**src/logic/frontend_pkg.sv**
```systemverilog
// Line geometry is fixed at 64 bytes and six slots, so changing LINE_BYTES alone is not enough
package frontend_pkg;

	// ==================================================
	// Line geometry
	// ==================================================

	// Bytes in one cache line as delivered by the instruction cache
	localparam int LINE_BYTES = 64;
	localparam int LINE_BITS = LINE_BYTES * 8;
	// Bits needed to address one byte inside the line
	localparam int OFF_BITS = $clog2(LINE_BYTES);

	// Instructions decoded from a single line per fetch
	localparam int SLOTS = 6;
	// The longest encoding sets the width of a slot's instruction field
	localparam int MAX_LEN = 6;
	localparam int INS_BITS = MAX_LEN * 8;

	// Instruction queue geometry
	localparam int QUEUE_DEPTH = 16;
	localparam int QPTR_BITS = $clog2(QUEUE_DEPTH);

	// ==================================================
	// Basic types
	// ==================================================

	typedef logic [31:0] pc_address_t;
	// Lengths run from 1 to 6, never 0
	typedef logic [2:0] ins_len_t;
	// One spare bit above the byte offset keeps a start beyond the line visible
	typedef logic [OFF_BITS:0] line_off_t;
	typedef logic [QPTR_BITS-1:0] q_ptr_t;
	typedef logic [QPTR_BITS:0] q_cnt_t;

	// Fetch address held by the latch coming out of reset
	localparam pc_address_t RST_PC = 32'hFFFC0000;

	// Length for each value of the two top opcode bits
	localparam ins_len_t LEN_00 = 3'd1;
	localparam ins_len_t LEN_01 = 3'd2;
	localparam ins_len_t LEN_10 = 3'd4;
	localparam ins_len_t LEN_11 = 3'd6;

	// ==================================================
	// Bundles
	// ==================================================

	// A registered cache line together with its address and hit flag
	typedef struct packed {
		logic hit;
		pc_address_t pc;
		logic [LINE_BITS-1:0] line;
	} fetch_line_t;

	// One extracted instruction, first byte in the low bits, zero filled above len
	typedef struct packed {
		logic [INS_BITS-1:0] ins;
		pc_address_t pc;
		ins_len_t len;
	} ins_slot_t;

	// Only bits 7:6 of the first byte matter, the rest is opcode space
	function automatic ins_len_t len_of_byte(input logic [7:0] op);
		ins_len_t len;
		unique case (op[7:6])
			2'b00: len = LEN_00;
			2'b01: len = LEN_01;
			2'b10: len = LEN_10;
			2'b11: len = LEN_11;
		endcase
		return len;
	endfunction

endpackage

```
**src/logic/fetch_latch.sv**
```systemverilog
// The cache must keep presenting a line while hold_i is high, since a held edge samples nothing
module fetch_latch (
	input logic clk_i,
	input logic rst_i,
	input logic hit_i,
	input frontend_pkg::pc_address_t pc_i,
	input logic [frontend_pkg::LINE_BITS-1:0] line_i,
	input logic hold_i,
	output frontend_pkg::fetch_line_t fl_o
);

	// ==================================================
	// Line register
	// ==================================================

	// The whole bundle loads together so address, line and hit never drift apart
	// A hit that arrives while holding is simply not sampled
	always_ff @(posedge clk_i) begin
		if (rst_i) begin
			// A miss with an all ones line decodes as invalid slots downstream
			fl_o.hit <= 1'b0;
			fl_o.pc <= frontend_pkg::RST_PC;
			fl_o.line <= '1;
		end
		else if (!hold_i) begin
			fl_o.hit <= hit_i;
			fl_o.pc <= pc_i;
			fl_o.line <= line_i;
		end
	end

	// Between hold edges the length decoder keeps chewing on the same line,
	// which is what lets the aligner pick it up later without a refetch

	// Note that a line without a hit still loads and is decoded
	// The aligner masks every slot of such a line to invalid

	// ==================================================
	// Checks
	// ==================================================

	// Held contents must survive the edge untouched, otherwise a line
	// sitting here during back-pressure would be lost or corrupted
	a_hold_stable: assert property (
		@(posedge clk_i) disable iff (rst_i)
		hold_i |=> $stable(fl_o)
	);

endmodule

```
**config.mk**
```make
export PLATFORM = sky130hd
export DESIGN_NAME = fetch_latch
export DESIGN_NICKNAME = d
export VERILOG_FILES = /design/src/logic/frontend_pkg.sv /design/src/logic/fetch_latch.sv
export SDC_FILE = /design/constraint.sdc
export NUM_CORES = 1
export LEC_CHECK = 0
export ABC_AREA = 0
export ABC_CLOCK_PERIOD_IN_PS = 1360
export BUFFER_PORTS_ARGS = -buffer_cell sky130_fd_sc_hd__buf_4
export CAP_MARGIN = 0
export CORE_AREA = 3 3 430 432
export CTS_CLUSTER_SIZE = 25
export DETAILED_ROUTE_END_ITERATION = 16
export DIE_AREA = 0 0 433 435
export GPL_ROUTABILITY_DRIVEN = 0
export PLACE_DENSITY_LB_ADDON = 0.25
export SETUP_SLACK_MARGIN = 0.2
export SYNTH_ARGS = -nofsm -noshare
export SYNTH_HDL_FRONTEND = slang
export SYNTH_SLANG_ARGS = --single-unit
```
**constraint.sdc**
```tcl
create_clock -name clk_i -period 1.36 [get_ports clk_i]
set_input_delay 0.408 -clock clk_i [delete_from_list [all_inputs] [get_ports clk_i]]
set_output_delay 0.408 -clock clk_i [all_outputs]
set_load 0.05 [all_outputs]
```
Word level (Yosys, flattened, before mapping)

Cells that the tools add are included.

Logic and storage cells: 3
Input port bits: 548
Output and inout bits: 545
Bits in registers: 545

Logic depth before layout (Yosys ltp)

Depth in word-level cells: 0
Gate-level depth with buffers: 6

Worst setup path after synthesis

Ideal clock, no wire load.

Path kind: input port to flip-flop
Start: in rst_i
End: reg fl_o[382] (netlist bit)
Arrival: 1.215 ns
Library setup time: 0.120 ns
Stages on the path: 5
Path slack: 0.025 ns
Buffers on the path: 4
Path through: buf_2 buf_6 buf_2 buf_2 a211o_1

RTL lines:

| element            | line             | RTL |
|---|---|---|
| start: declaration | fetch_latch.sv:4 | `input logic rst_i,` |
| end: declaration   | fetch_latch.sv:9 | `output frontend_pkg::fetch_line_t fl_o` |

No word-level cell between the ends.

Worst setup path after layout

Start: reg fl_o[485] (netlist bit)
End: out fl_o[485] (netlist bit)

No word-level cell between the ends.

==> flow_summary.json <==
{
  "relSlewSlack_pct": 62.0,
  "synth_top_cell_by_area": "dfxtp_1",
  "postLayoutSetupSlackWorst_ps": -255,
  "place_hpwl_microns": 81100,
  "cts_root_buf": "clkbuf_16",
  "dr.pass1.iters": 5,
  "drt.antenna.violating_nets": 0,
  "path_class": "flop to output pin",
  "path_delay_family": "flip-flops",
  "cp_max_fo": 2,
  "die_y_microns": 435,
  "grt_pass1_wl_microns": 149000,
  "die-width_microns": 433,
  "wl_per_cell_microns": 18.0,
  "tns_ps": -108810,
  "antenna_found_initial": 15,
  "p_leak_nw": 18.4,
  "layout-drive-gt1-share_pct": 56.1,
  "core-area_sq_um": 181000,
  "cts.clk_slew.worst_paths_ps": 60,
  "crit_chain": "buf_12",
  "regToRegStartpoint": "fl_o[420]",
  "largest_register": "fl_o",
  "outcome": "finished with violations",
  "r2r.worst_path.cells": 3,
  "worstSkewPairLatency_ps": 650,
  "totalWireLength_microns": 105000,
  "clock_path_buffers": 3,
  "tritoncts": "done",
  "endpoint_kind": "output pin",
  "cp.depth": 1,
  "avgSynthCellArea_sq_um": 11.2,
  "arrival_ps": 1210,
  "regToRegSetupSlack_ps": 390,
  "cp.required_ps": 950,
  "maxCapViolations": 0,
  "synth_cells": 1815,
  "via_per_inst": 3.45,
  "top_regs": "fl_o: 545 flops",
  "grt.total_usage_pct": 10.7,
  "drtIter0Drc": 834,
  "ys_ff_latch": 545,
  "rr_endpoint": "fl_o[420]",
  "path_buf_inv": 1,
  "fin_nets": 3966,
  "initial_core_util_pct": 11.2,
  "cts_sinks": 545,
  "areaGrowthSynthToFinish_pct": 116,
  "route.detailed.drc": 0,
  "dieArea_sq_um": 188000,
  "slew_viol_final": 0,
  "slowest_stage": "dfxtp_4",
  "timing.hold.ws_ps": 91.5,
  "final_cell_mix": "725 x buf_4, 526 x a211o_1, 520 x nor2b_1",
  "place_ws_ps": -342,
  "rsz0062_at_grt": "true",
  "final.period_utilization_pct": 119,
  "hold_path_startpoint": "line_i[272]",
  "tightest_slew_ps": 570,
  "ys_types": 11,
  "hold_viol_final": 0,
  "critPathLaunchType": "flop",
  "synth_top_cells_by_area": "dfxtp_1 54%, a211o_1 23%, nor2b_1 16%",
  "synth.cell_area_sq_um": 20200,
  "seq_area_frac_synth_pct": 53.9,
  "vdd_ir_drop_max_mv": 0.829,
  "grt_pass1_vias": 21500,
  "synth_warnings": 0,
  "fmax_ghz": 0.619,
  "violations": "negative setup slack",
  "grt.overflow.total": 0,
  "vias": 20200,
  "rows": 156,
  "hold_path.class": "input port to flop",
  "port_buffers": 1092,
  "crit_path_start": "fl_o[485]",
  "io_pins": 1093,
  "layout_commonest_cell": "buf_4",
  "fill_cells": 19400,
  "cellPowerDensity_nw_per_um2": 1150,
  "post-route-min-period_ps": 1620,
  "largest_reg_flops": 545,
  "synth_top_area_share_pct": 53.9,
  "cts_made_buffers": 72,
  "slowest_delay_ps": 400,
  "setup_violations": 545,
  "syn_nets": 2363,
  "skew_ps": 0,
  "crit_end": "fl_o[485]",
  "htreeDepth": 3,
  "grt_start_max_net_pins": 85
}
-- synthesized netlist by cell type, drive strengths merged --
master,n
mux2i,19
nor2b,520
nor2,19
dfxtp,545
buf,164
a211o,526
clkbuf,16
and2b,6
-- area by class of cell --
cell class,count,area (sq um),share of cell area [%]
Clock inverter,18,171,0.393
Multi-Input combinational cell,1090,8170,18.7
Sequential cell,545,11700,26.8
Tap cell,2370,2970,6.80
Clock buffer,109,2100,4.82
Antenna cell,13,32.5,0.0746
Timing Repair Buffer,1709,18500,42.3
-- per-layer routing --
layer / track usage, % / part of all wire, % / wire length [microns] / up-vias
li1: - / - / - / 9706
met1: 11.9 / 39 / 41100 / 9635
met2: 18.6 / 50 / 52400 / 642
met3: 3.52 / 6.9 / 7280 / 181
met4: 4.64 / 4.2 / 4420 / 8
met5: 0.282 / 0.11 / 112 / -
-- worst min-delay path by stage --
stage                     end  slack, ps  cells past startpoint
finish              fl_o[272]         90                      3
global route        fl_o[536]         20                      3
CTS                 fl_o[160]        0.6                      3
detailed placement  fl_o[253]        450                      1
global placement    fl_o[346]        450                      1
floorplan           fl_o[512]        550                      2
-- power by group --
part | internal (W) | total [W] | switching [W]
Combinational | 0.00639 | 0.0132 | 0.00680
Sequential | 0.0173 | 0.0185 | 0.00112
Clock | 0.0109 | 0.0187 | 0.00779
Total | 0.0346 | 0.0503 | 0.0157
-- tightest hold or removal path: stages --
cell,delay [ps]
buf_4,80
nor2b_1,120
a211o_1,100
-- logic make-up after synthesis --
group / synth area share [%]
buffers and inverters: 5.74
AO/OA/AOI/OAI: 22.8
multiplexers: 0.940
flip-flops: 53.9
AND/OR/NAND/NOR: 16.6
-- timing repair --
| item | CTS | global route |
|---|---|---|
| gates cloned | 0 | 0 |
| hold buffers | 412 | 0 |
| setup endpoints to repair | 545 | 545 |
| hold endpoints to repair | 412 | 0 |
| resized for setup | 1661 | 59 |
| buffers inserted | 32 | 27 |
-- through the flow --
step / util [%] / std cells / area [sq um] / total power (W)
3_5_place_dp: 17.5 / 5243 / 31700 / 0.0286
4_1_cts: 23.9 / 5814 / 43200 / 0.0511
3_3_place_gp: 17.5 / 5243 / 31700 / 0.0286
5_1_grt: 24.1 / 5848 / 43600 / 0.0525
6_report: 24.1 / 5854 / 43600 / 0.0503
2_1_floorplan: - / 1815 / 20400 / 0.0242
Note: power is estimated with default switching activity, not from simulation.
