`config.mk`:
```
export PLATFORM = sky130hd
export DESIGN_NAME = ins_lengths_l0
export DESIGN_NICKNAME = d
export VERILOG_FILES = /design/src/logic/frontend_pkg.sv /design/src/logic/ins_lengths_l0.sv
export SDC_FILE = /design/constraint.sdc
export NUM_CORES = 1
export LEC_CHECK = 0
export ABC_AREA = 1
export BUFFER_PORTS_ARGS = -buffer_cell sky130_fd_sc_hd__buf_2
export CAP_MARGIN = 20
export CORE_AREA = 2 2 235 237
export DETAILED_ROUTE_END_ITERATION = 10
export DIE_AREA = 0 0 237 239
export MAX_ROUTING_LAYER = met4
export PLACE_DENSITY = 0.51
export SLEW_MARGIN = 5
export SYNTH_ARGS = -nofsm -noshare
export SYNTH_HDL_FRONTEND = slang
export SYNTH_SLANG_ARGS = --single-unit
```
`constraint.sdc`:
```
create_clock -name vclk -period 15.4
set_clock_uncertainty 0.2 [all_clocks]
set_input_delay 1.54 -clock vclk [all_inputs]
set_output_delay 1.54 -clock vclk [all_outputs]
set_load 0.005 [all_outputs]
```
`src/logic/frontend_pkg.sv`:
```
// Line geometry is fixed at 64 bytes and six slots, so changing LINE_BYTES alone is not enough
package frontend_pkg;

	// ==================================================
	// Line geometry
	// ==================================================

	// Bytes in one cache line as delivered by the instruction cache
	localparam int LINE_BYTES = 64;
	localparam int LINE_BITS = LINE_BYTES * 8;
	// Bits needed to address one byte inside the line
	localparam int OFF_BITS = $clog2(LINE_BYTES);

	// Instructions decoded from a single line per fetch
	localparam int SLOTS = 6;
	// The longest encoding sets the width of a slot's instruction field
	localparam int MAX_LEN = 6;
	localparam int INS_BITS = MAX_LEN * 8;

	// Instruction queue geometry
	localparam int QUEUE_DEPTH = 16;
	localparam int QPTR_BITS = $clog2(QUEUE_DEPTH);

	// ==================================================
	// Basic types
	// ==================================================

	typedef logic [31:0] pc_address_t;
	// Lengths run from 1 to 6, never 0
	typedef logic [2:0] ins_len_t;
	// One spare bit above the byte offset keeps a start beyond the line visible
	typedef logic [OFF_BITS:0] line_off_t;
	typedef logic [QPTR_BITS-1:0] q_ptr_t;
	typedef logic [QPTR_BITS:0] q_cnt_t;

	// Fetch address held by the latch coming out of reset
	localparam pc_address_t RST_PC = 32'hFFFC0000;

	// Length for each value of the two top opcode bits
	localparam ins_len_t LEN_00 = 3'd1;
	localparam ins_len_t LEN_01 = 3'd2;
	localparam ins_len_t LEN_10 = 3'd4;
	localparam ins_len_t LEN_11 = 3'd6;

	// ==================================================
	// Bundles
	// ==================================================

	// A registered cache line together with its address and hit flag
	typedef struct packed {
		logic hit;
		pc_address_t pc;
		logic [LINE_BITS-1:0] line;
	} fetch_line_t;

	// One extracted instruction, first byte in the low bits, zero filled above len
	typedef struct packed {
		logic [INS_BITS-1:0] ins;
		pc_address_t pc;
		ins_len_t len;
	} ins_slot_t;

	// Only bits 7:6 of the first byte matter, the rest is opcode space
	function automatic ins_len_t len_of_byte(input logic [7:0] op);
		ins_len_t len;
		unique case (op[7:6])
			2'b00: len = LEN_00;
			2'b01: len = LEN_01;
			2'b10: len = LEN_10;
			2'b11: len = LEN_11;
		endcase
		return len;
	endfunction

endpackage

```
`src/logic/ins_lengths_l0.sv`:
```
// Purely combinational, so its delay adds to the aligner's input path in the same cycle
module ins_lengths_l0 (
	input frontend_pkg::fetch_line_t fl_i,
	output frontend_pkg::line_off_t [frontend_pkg::SLOTS-1:0] start_o,
	output frontend_pkg::ins_len_t [frontend_pkg::SLOTS-1:0] len_o
);

	// ==================================================
	// Per byte length decode
	// ==================================================

	// Every byte of the line is treated as a possible first byte
	// The chain below then picks the ones that really start an instruction
	frontend_pkg::ins_len_t [frontend_pkg::LINE_BYTES-1:0] byte_len;

	// All 64 decoders work in parallel, independent of the fetch offset
	always_comb begin
		for (int b = 0; b < frontend_pkg::LINE_BYTES; b++) begin
			byte_len[b] = frontend_pkg::len_of_byte(fl_i.line[b*8 +: 8]);
		end
	end

	// ==================================================
	// Slot chain
	// ==================================================

	// Slot 0 starts at the fetch offset inside the line
	// Each later slot starts where the previous one ends
	// The spare top bit of an offset flags a start beyond byte 63
	always_comb begin : p_chain
		frontend_pkg::line_off_t pos;
		frontend_pkg::ins_len_t ln;
		pos = {1'b0, fl_i.pc[frontend_pkg::OFF_BITS-1:0]};
		for (int s = 0; s < frontend_pkg::SLOTS; s++) begin
			// Past the line there is no byte to look at
			// A length of 1 keeps the chain moving without reading garbage
			if (pos[frontend_pkg::OFF_BITS]) begin
				ln = frontend_pkg::ins_len_t'(1);
			end
			else begin
				ln = byte_len[pos[frontend_pkg::OFF_BITS-1:0]];
			end
			start_o[s] = pos;
			len_o[s] = ln;
			// Worst case is 63 plus five six byte steps, well inside 7 bits
			pos = pos + frontend_pkg::line_off_t'(ln);
		end
	end

	// The adders form a ripple of six small sums, each feeding a
	// 64 to 1 mux of 3 bit lengths, which dominates the path

	// Whether a slot actually fits in the line is left to the aligner,
	// which also knows whether the line was a hit at all

endmodule

```
**Word-level counts from Yosys, hierarchy flattened**

Index checks and enable logic that the tools add are counted.

- $add $sub $neg: 5
- Mux-type cells: 81
- Bitwise gates (word level): 0
- Shifts and indexed selects: 0
- Order comparisons: 6
- Reduce and logical (&&, ||, !) cells: 64
- Divide/modulo/power cells: 0
- Equality and inequality tests: 192
- $mul: 0

Operators by type and width:

| kind | count |
|---|---|
| $pmux W3 S4 | 64 |
| $eq A2 B2 Y1 const B | 128 |
| $eq A2 B1 Y1 const B | 64 |
| $logic_not A2 Y1 | 64 |
| $bmux W3 S6 | 6 |
| $lt A6 B7 Y1 const B | 6 |
| $mux W3 | 11 |
| $add A7 B3 Y7 | 4 |
| $add A6 B3 Y7 | 1 |

- Latch bits: 0
- Memories kept: 0
- Memory bits (writable): 0
- Input port bits: 545
- Register bits after elaboration: 0
- Output and inout port bits: 60
- Memory bits (read-only): 0

**Longest topological paths before layout**

Gate-level depths: netlist of run 1.

- Depth after elaboration: 24
- Gate-level depth with buffers: 85
- Gate-level depth less buffers: 78

**Least setup slack after synthesis of run 1**

OpenSTA, ideal clock, no wires.

- Path type: in2out
- Start: input fl_i[513] in the netlist's numbering
- End: output len_o[15] in the netlist's numbering
- Path buffers: 15
- Data required time: 13660 ps
- Arrival time: 13520 ps
- Setup slack: 140 ps
- Stages on the path: 71
- Path through: clkbuf_1 inv_1 clkbuf_1 a21oi_1 o21ai_0 o22ai_1 nand2_1 a21oi_1 o21ai_0 o21ai_0 ha_1 inv_1 fa_1 inv_1 clkbuf_1 clkbuf_1 o21ai_0 a21oi_1 [... 35 more ...] a31oi_1 o21ai_0 nand2_1 nand3_1 ha_1 inv_1 fa_1 clkbuf_1 inv_1 clkbuf_1 clkbuf_1 nand2_1 a32o_1 o21ai_1 nand2_1 nand2_1 nand2_1 nand3_1

RTL lines:

| item | RTL line | RTL |
|---|---|---|
| from (decl) | ins_lengths_l0.sv:3 | `input frontend_pkg::fetch_line_t fl_i,` |
| to (decl) | ins_lengths_l0.sv:5 | `output frontend_pkg::ins_len_t [frontend_pkg::SLOTS-1:0] len_o` |

==> results.py, run 1 <==
metrics = {
    "outcome": {
        "status": "finished with violations",
        "violations": "setup timing",
    },
    "yosys": {
        "ys_warn_count": 0,
        "synthMuxAreaShare_pct": 0.0884,
        "syn_inst": 2311,
        "synthDistinctLibCells": 59,
        "syn-cell-area_mm2": 0.0113,
        "synth-simple-area-share_pct": 31.9,
        "syn_nets": 2877,
        "synth.avg_cell_area_um2": 4.90,
        "synth_top_family_by_area": "compound AO/OA/AOI/OAI gates",
        "netlist_top_cells_area": "o21ai_0, nand2_1, a21oi_1",
        "yosysTopAreaCell": "o21ai_0",
        "ys_seq_area_share_pct": 0,
        "synth-compound-area-share_pct": 50.5,
        "synthAdderAreaFrac_pct": 2.65,
        "synth_xor_area_share_pct": 0.674,
        "yosysTopAreaCellShare_pct": 22.8,
    },
    "drt": {
        "wl_um": 98100,
        "via_count": 21200,
        "wl_per_cell_um": 25.9,
        "wl_met3_um": 11600,
        "drt-pass1-iter-count": 9,
        "routed.top_layer": "met4",
        "wl_met1_um": 38100,
        "met2_wirelength_um": 40800,
        "drc_errors": 0,
        "ant_nets": 0,
        "drtIter0Drc": 3162,
        "via_per_inst": 5.61,
    },
    "placed_design": {
        "hpwl_um": 78800,
        "port_buffers": 193,
        "place_congestion": 1.11,
    },
    "critical_path": {
        "path_common_cell": "nand2_1",
        "crit_path_max_incr_delay_ns": 0.64,
        "critical_path_class": "primary input to output pin",
        "start_kind": "primary input",
        "critPathSlowestCell": "fa_2",
        "crit_arrival_ns": 13.70,
        "required_ns": 13.66,
        "end_kind": "output pin",
        "path_max_fanout": 8,
    },
    "cells_and_area": {
        "final_common_cell": "buf_4",
        "syn_to_final_growth_pct": 85.1,
        "fin_util_pct": 38.6,
        "layout-drive-gt1-share_pct": 42.2,
        "n_sequential_cell": 0,
        "final_net_count": 3646,
        "nClkBuffers": 0,
        "final_cell_mix": "buf_4, nand2_1, o21ai_0",
        "regArea_um2": 0,
    },
    "die": {
        "die_h_um": 239,
        "initial_utilization_pct": 20.8,
        "die_w_um": 237,
        "num_rows": 86,
        "dieArea_mm2": 0.0566,
        "ioPinCount": 605,
        "core_area_mm2": 0.0543,
    },
    "global_routing": {
        "antenna_found_initial": 3,
        "grt_util_all_layers_pct": 33.5,
        "grt_overflow_total": 0,
        "grt_pass1_wl_um": 134000,
        "first_global_vias": 18900,
        "grt_max_degree": 42,
    },
    "timing": {
        "finalMaxSlewViolations": 0,
        "rsz0062_at_grt": "true",
        "finalHoldViolCount": 0,
        "slew-limit-headroom_pct": 46.4,
        "worst_slack_ns": -0.0402,
        "setup_viol": 3,
        "worstMarginPinSlew_ns": 0.795,
        "period_share_pct": 100,
        "min_period_ns": 15.44,
        "max_freq_ghz": 0.0648,
    },
    "min_path": {
        "hp-class": "primary input to output pin",
    },
    "cts": {
        "postCtsHoldBufs": 0,
    },
    "run": {
        "cap_violations": 0,
    },
}
## kinds of logic after synthesis
family	Yosys count
AOI/OAI and AO/OA	1029
and+or+nand+nor	849
buffers and inverters	403
adders and majority gates	21
xor gates and xnor gates	7
muxes	1
other	1
## layer usage
metal,track usage (%),vias up
li1,-,9646
met1,42.2,9712
met2,49.9,1552
met3,6.36,305
met4,19.0,0
met5,-,-
## path summary, 6_finish.rpt
check | cells past startpoint | start | endpoint | slack (ns)
setup / recovery | 78 | fl_i[512] | len_o[15] | -0.04
hold / removal | 2 | fl_i[512] | start_o[0] | 3.14
## through the flow
stage	setup TNS [ns]	instance area [µm²]	cells	hold WS, ns	setup WS [ns]
floorplan	0	11300	2311	2.96	0.140
CTS	0	19700	3751	3.15	0.00376
finish	-0.0896	21000	3783	3.14	-0.0402
global placement	-13.21	18300	3694	3.15	-1.98
global route	-0.845	21000	3782	3.14	-0.340
detailed placement	-11.54	18300	3694	3.15	-1.81
## Yosys cell counts, types with 4 or more instances
cell type / n
buf_1: 7
clkinv_1: 5
o221ai_1: 17
nand2_4: 8
o211ai_1: 64
o22ai_1: 57
buf_6: 4
o32ai_1: 6
ha_1: 16
a31oi_1: 16
a211oi_1: 28
o311ai_0: 17
a21oi_1: 273
nor2_2: 5
nor2_1: 195
inv_2: 10
nor3_1: 20
buf_4: 10
inv_1: 181
nand2_1: 444
nand3_2: 8
o21ai_1: 8
a22oi_1: 9
clkbuf_1: 179
nand2_2: 21
o21ai_0: 516
fa_1: 5
nand3_1: 136
## critical path, delay by kind of cell
kind	cells	cell delay [ns]
buffers and inverters	26	3.60
adders and majority gates	8	3.24
AOI/OAI and AO/OA	24	3.11
and+or+nand+nor	20	2.14
## what timing repair did
action | 4_1_cts | 5_1_grt
buffers inserted | 55 | 33
endpoints found under the hold margin | 0 | 0
pin swaps | 87 | 131
gates resized for setup | 237 | 288
setup endpoints to repair | 10 | 7
cloned | 10 | 5
## cell type report
cell class                 instances  area (µm²)
antenna                            1        2.50
fill                            5975       33400
inverter                         199         803
multi-input combinational       1908       11200
tap                              704         881
timing repair buffer             971        8090
Power of run 1 is left out: the tool's default activity adds up to more than one toggle a clock period on the data nets, which glitch-free logic cannot reach.
==> inputs of run 2 (changes only) <==
--- a/config.mk
+++ b/config.mk
@@ -7,12 +7,14 @@
 export LEC_CHECK = 0
 export ABC_AREA = 1
 export BUFFER_PORTS_ARGS = -buffer_cell sky130_fd_sc_hd__buf_2
-export CAP_MARGIN = 20
-export CORE_AREA = 2 2 235 237
+export CAP_MARGIN = 5
+export CELL_PAD_IN_SITES_DETAIL_PLACEMENT = 0
+export CELL_PAD_IN_SITES_GLOBAL_PLACEMENT = 1
+export CORE_AREA = 2 2 238 240
 export DETAILED_ROUTE_END_ITERATION = 10
-export DIE_AREA = 0 0 237 239
+export DIE_AREA = 0 0 240 242
 export MAX_ROUTING_LAYER = met4
-export PLACE_DENSITY = 0.51
+export PLACE_DENSITY = 0.71
 export SLEW_MARGIN = 5
 export SYNTH_ARGS = -nofsm -noshare
 export SYNTH_HDL_FRONTEND = slang
==> run 2 against run 1 <==
The run still ends with setup timing left. Die area is 2.5% higher. Routed wire length increased by 2.4%. Utilization is 1.6 points lower. Hold slack gained 0.052 ns. Flip-flop and latch count did not move. Maximum frequency fell by 0.81%. First-iteration DRC count is 6.7% lower. Non-clock buffer count shrank 1. Cell area down 1.6%. Critical path depth fell by 2. Worst setup slack got worse by 0.13 ns. Sequential share of layout area did not move. Critical path type unchanged.
==> results.py, run 2 (synthesis results as in run 1) <==
metrics = {
    "global_routing": {
        "first_global_vias": 18800,
        "grt_max_degree": 40,
        "grt_util_all_layers_pct": 32.7,
        "grt_overflow_total": 0,
        "antenna_found_initial": 9,
        "grt_pass1_wl_um": 134000,
    },
    "cells_and_area": {
        "final_net_count": 3645,
        "fillers": 6246,
        "n_sequential_cell": 0,
        "fin_area_mm2": 0.0206,
        "final_common_cell": "buf_4",
        "syn_to_final_growth_pct": 82.2,
        "regArea_um2": 0,
        "nClkBuffers": 0,
        "instances_no_fill": 3837,
        "final_cell_mix": "buf_4, nand2_1, o21ai_0",
        "layout-drive-gt1-share_pct": 40.6,
    },
    "critical_path": {
        "critPathSlowestCell": "fa_2",
        "start_kind": "primary input",
        "required_ns": 13.66,
        "crit_path_max_incr_delay_ns": 0.71,
        "critical_path.startpoint": "fl_i[513]",
        "end_kind": "output pin",
        "path_max_fanout": 10,
        "critical_path_class": "primary input to output pin",
        "path_common_cell": "nand2_1",
        "crit_arrival_ns": 13.83,
    },
    "min_path": {
        "hold_start": "fl_i[517]",
        "hp-class": "primary input to output pin",
        "worstHoldEndpoint": "start_o[5]",
        "hold-path-cell-count": 2,
    },
    "outcome": {
        "violations": "setup timing",
        "status": "finished with violations",
    },
    "placed_design": {
        "hpwl_um": 79200,
        "place_inst": 3756,
        "place_area_mm2": 0.0181,
        "port_buffers": 193,
        "place_congestion": 1.11,
    },
    "run": {
        "cap_violations": 0,
    },
    "timing": {
        "worstMarginPinSlew_ns": 0.602,
        "finalSetupTns_ns": -0.393,
        "worst_slack_ns": -0.167,
        "slew-limit-headroom_pct": 59.5,
        "whs_ns": 3.19,
        "finalMaxSlewViolations": 0,
        "min_period_ns": 15.57,
        "period_share_pct": 101,
        "rsz0062_at_grt": "true",
        "setup_viol": 3,
        "max_freq_ghz": 0.0642,
        "finalHoldViolCount": 0,
    },
    "cts": {
        "postCtsHoldBufs": 0,
    },
    "drt": {
        "drc_errors": 0,
        "via_count": 21400,
        "via_per_inst": 5.58,
        "ant_nets": 0,
        "drtIter0Drc": 2950,
        "drt-pass1-iter-count": 7,
        "wl_per_cell_um": 26.2,
        "wl_um": 100000,
    },
    "die": {
        "num_rows": 87,
        "core_area_mm2": 0.0557,
        "ioPinCount": 605,
        "die_w_um": 240,
        "dieArea_mm2": 0.0581,
        "die_h_um": 242,
        "initial_utilization_pct": 20.3,
    },
}
==> run 2: repair_timing <==
item,in CTS,in global routing
pin swaps,22,133
endpoints found under the hold margin,0,0
endpoints found under the setup margin,9,9
cloned,3,12
gates resized for setup,117,390
setup buffers,17,50
==> run 2: through the flow <==
step | worst slack [ns] | util, %
after floorplan | 0.140 | -
after global placement | -1.49 | 32.5
after detailed placement | -1.46 | 32.5
after CTS | -0.352 | 33.6
after global routing | -0.537 | 37.0
final | -0.167 | 37.0
==> run 2: worst max path at each step <==
stage / end / slack [ns]
floorplan: len_o[15] / 0.14
global placement: len_o[16] / -1.49
detailed placement: len_o[16] / -1.46
CTS: len_o[16] / -0.35
global route: len_o[16] / -0.54
finish: len_o[16] / -0.17
==> run 2: layout make-up <==
type / instances / area (µm²) / area share [%]
inverter: 199 / 813 / 3.94
tap: 756 / 946 / 4.59
antenna: 4 / 10.0 / 0.0485
timing repair buffer: 970 / 7960 / 38.6
multi-input combinational: 1908 / 10900 / 52.8
==> run 2: worst max-delay path, delay by kind of cell <==
family / cells / cell delay [ns]
AOI/OAI and AO/OA: 26 / 3.51
and+or+nand+nor: 18 / 1.76
adders and majority gates: 8 / 3.53
buffers and inverters: 24 / 3.39
==> run 2: layer usage <==
| layer | vias to the layer above | wire length [µm] | track usage (%) |
|---|---|---|---|
| met5 | - | 0 | - |
| met4 | 0 | 8290 | 18.9 |
| met3 | 340 | 12400 | 6.31 |
| met2 | 1590 | 40600 | 46.8 |
| met1 | 9865 | 39200 | 42.6 |
| li1 | 9631 | - | - |
Power of run 2 is left out for the same reason.
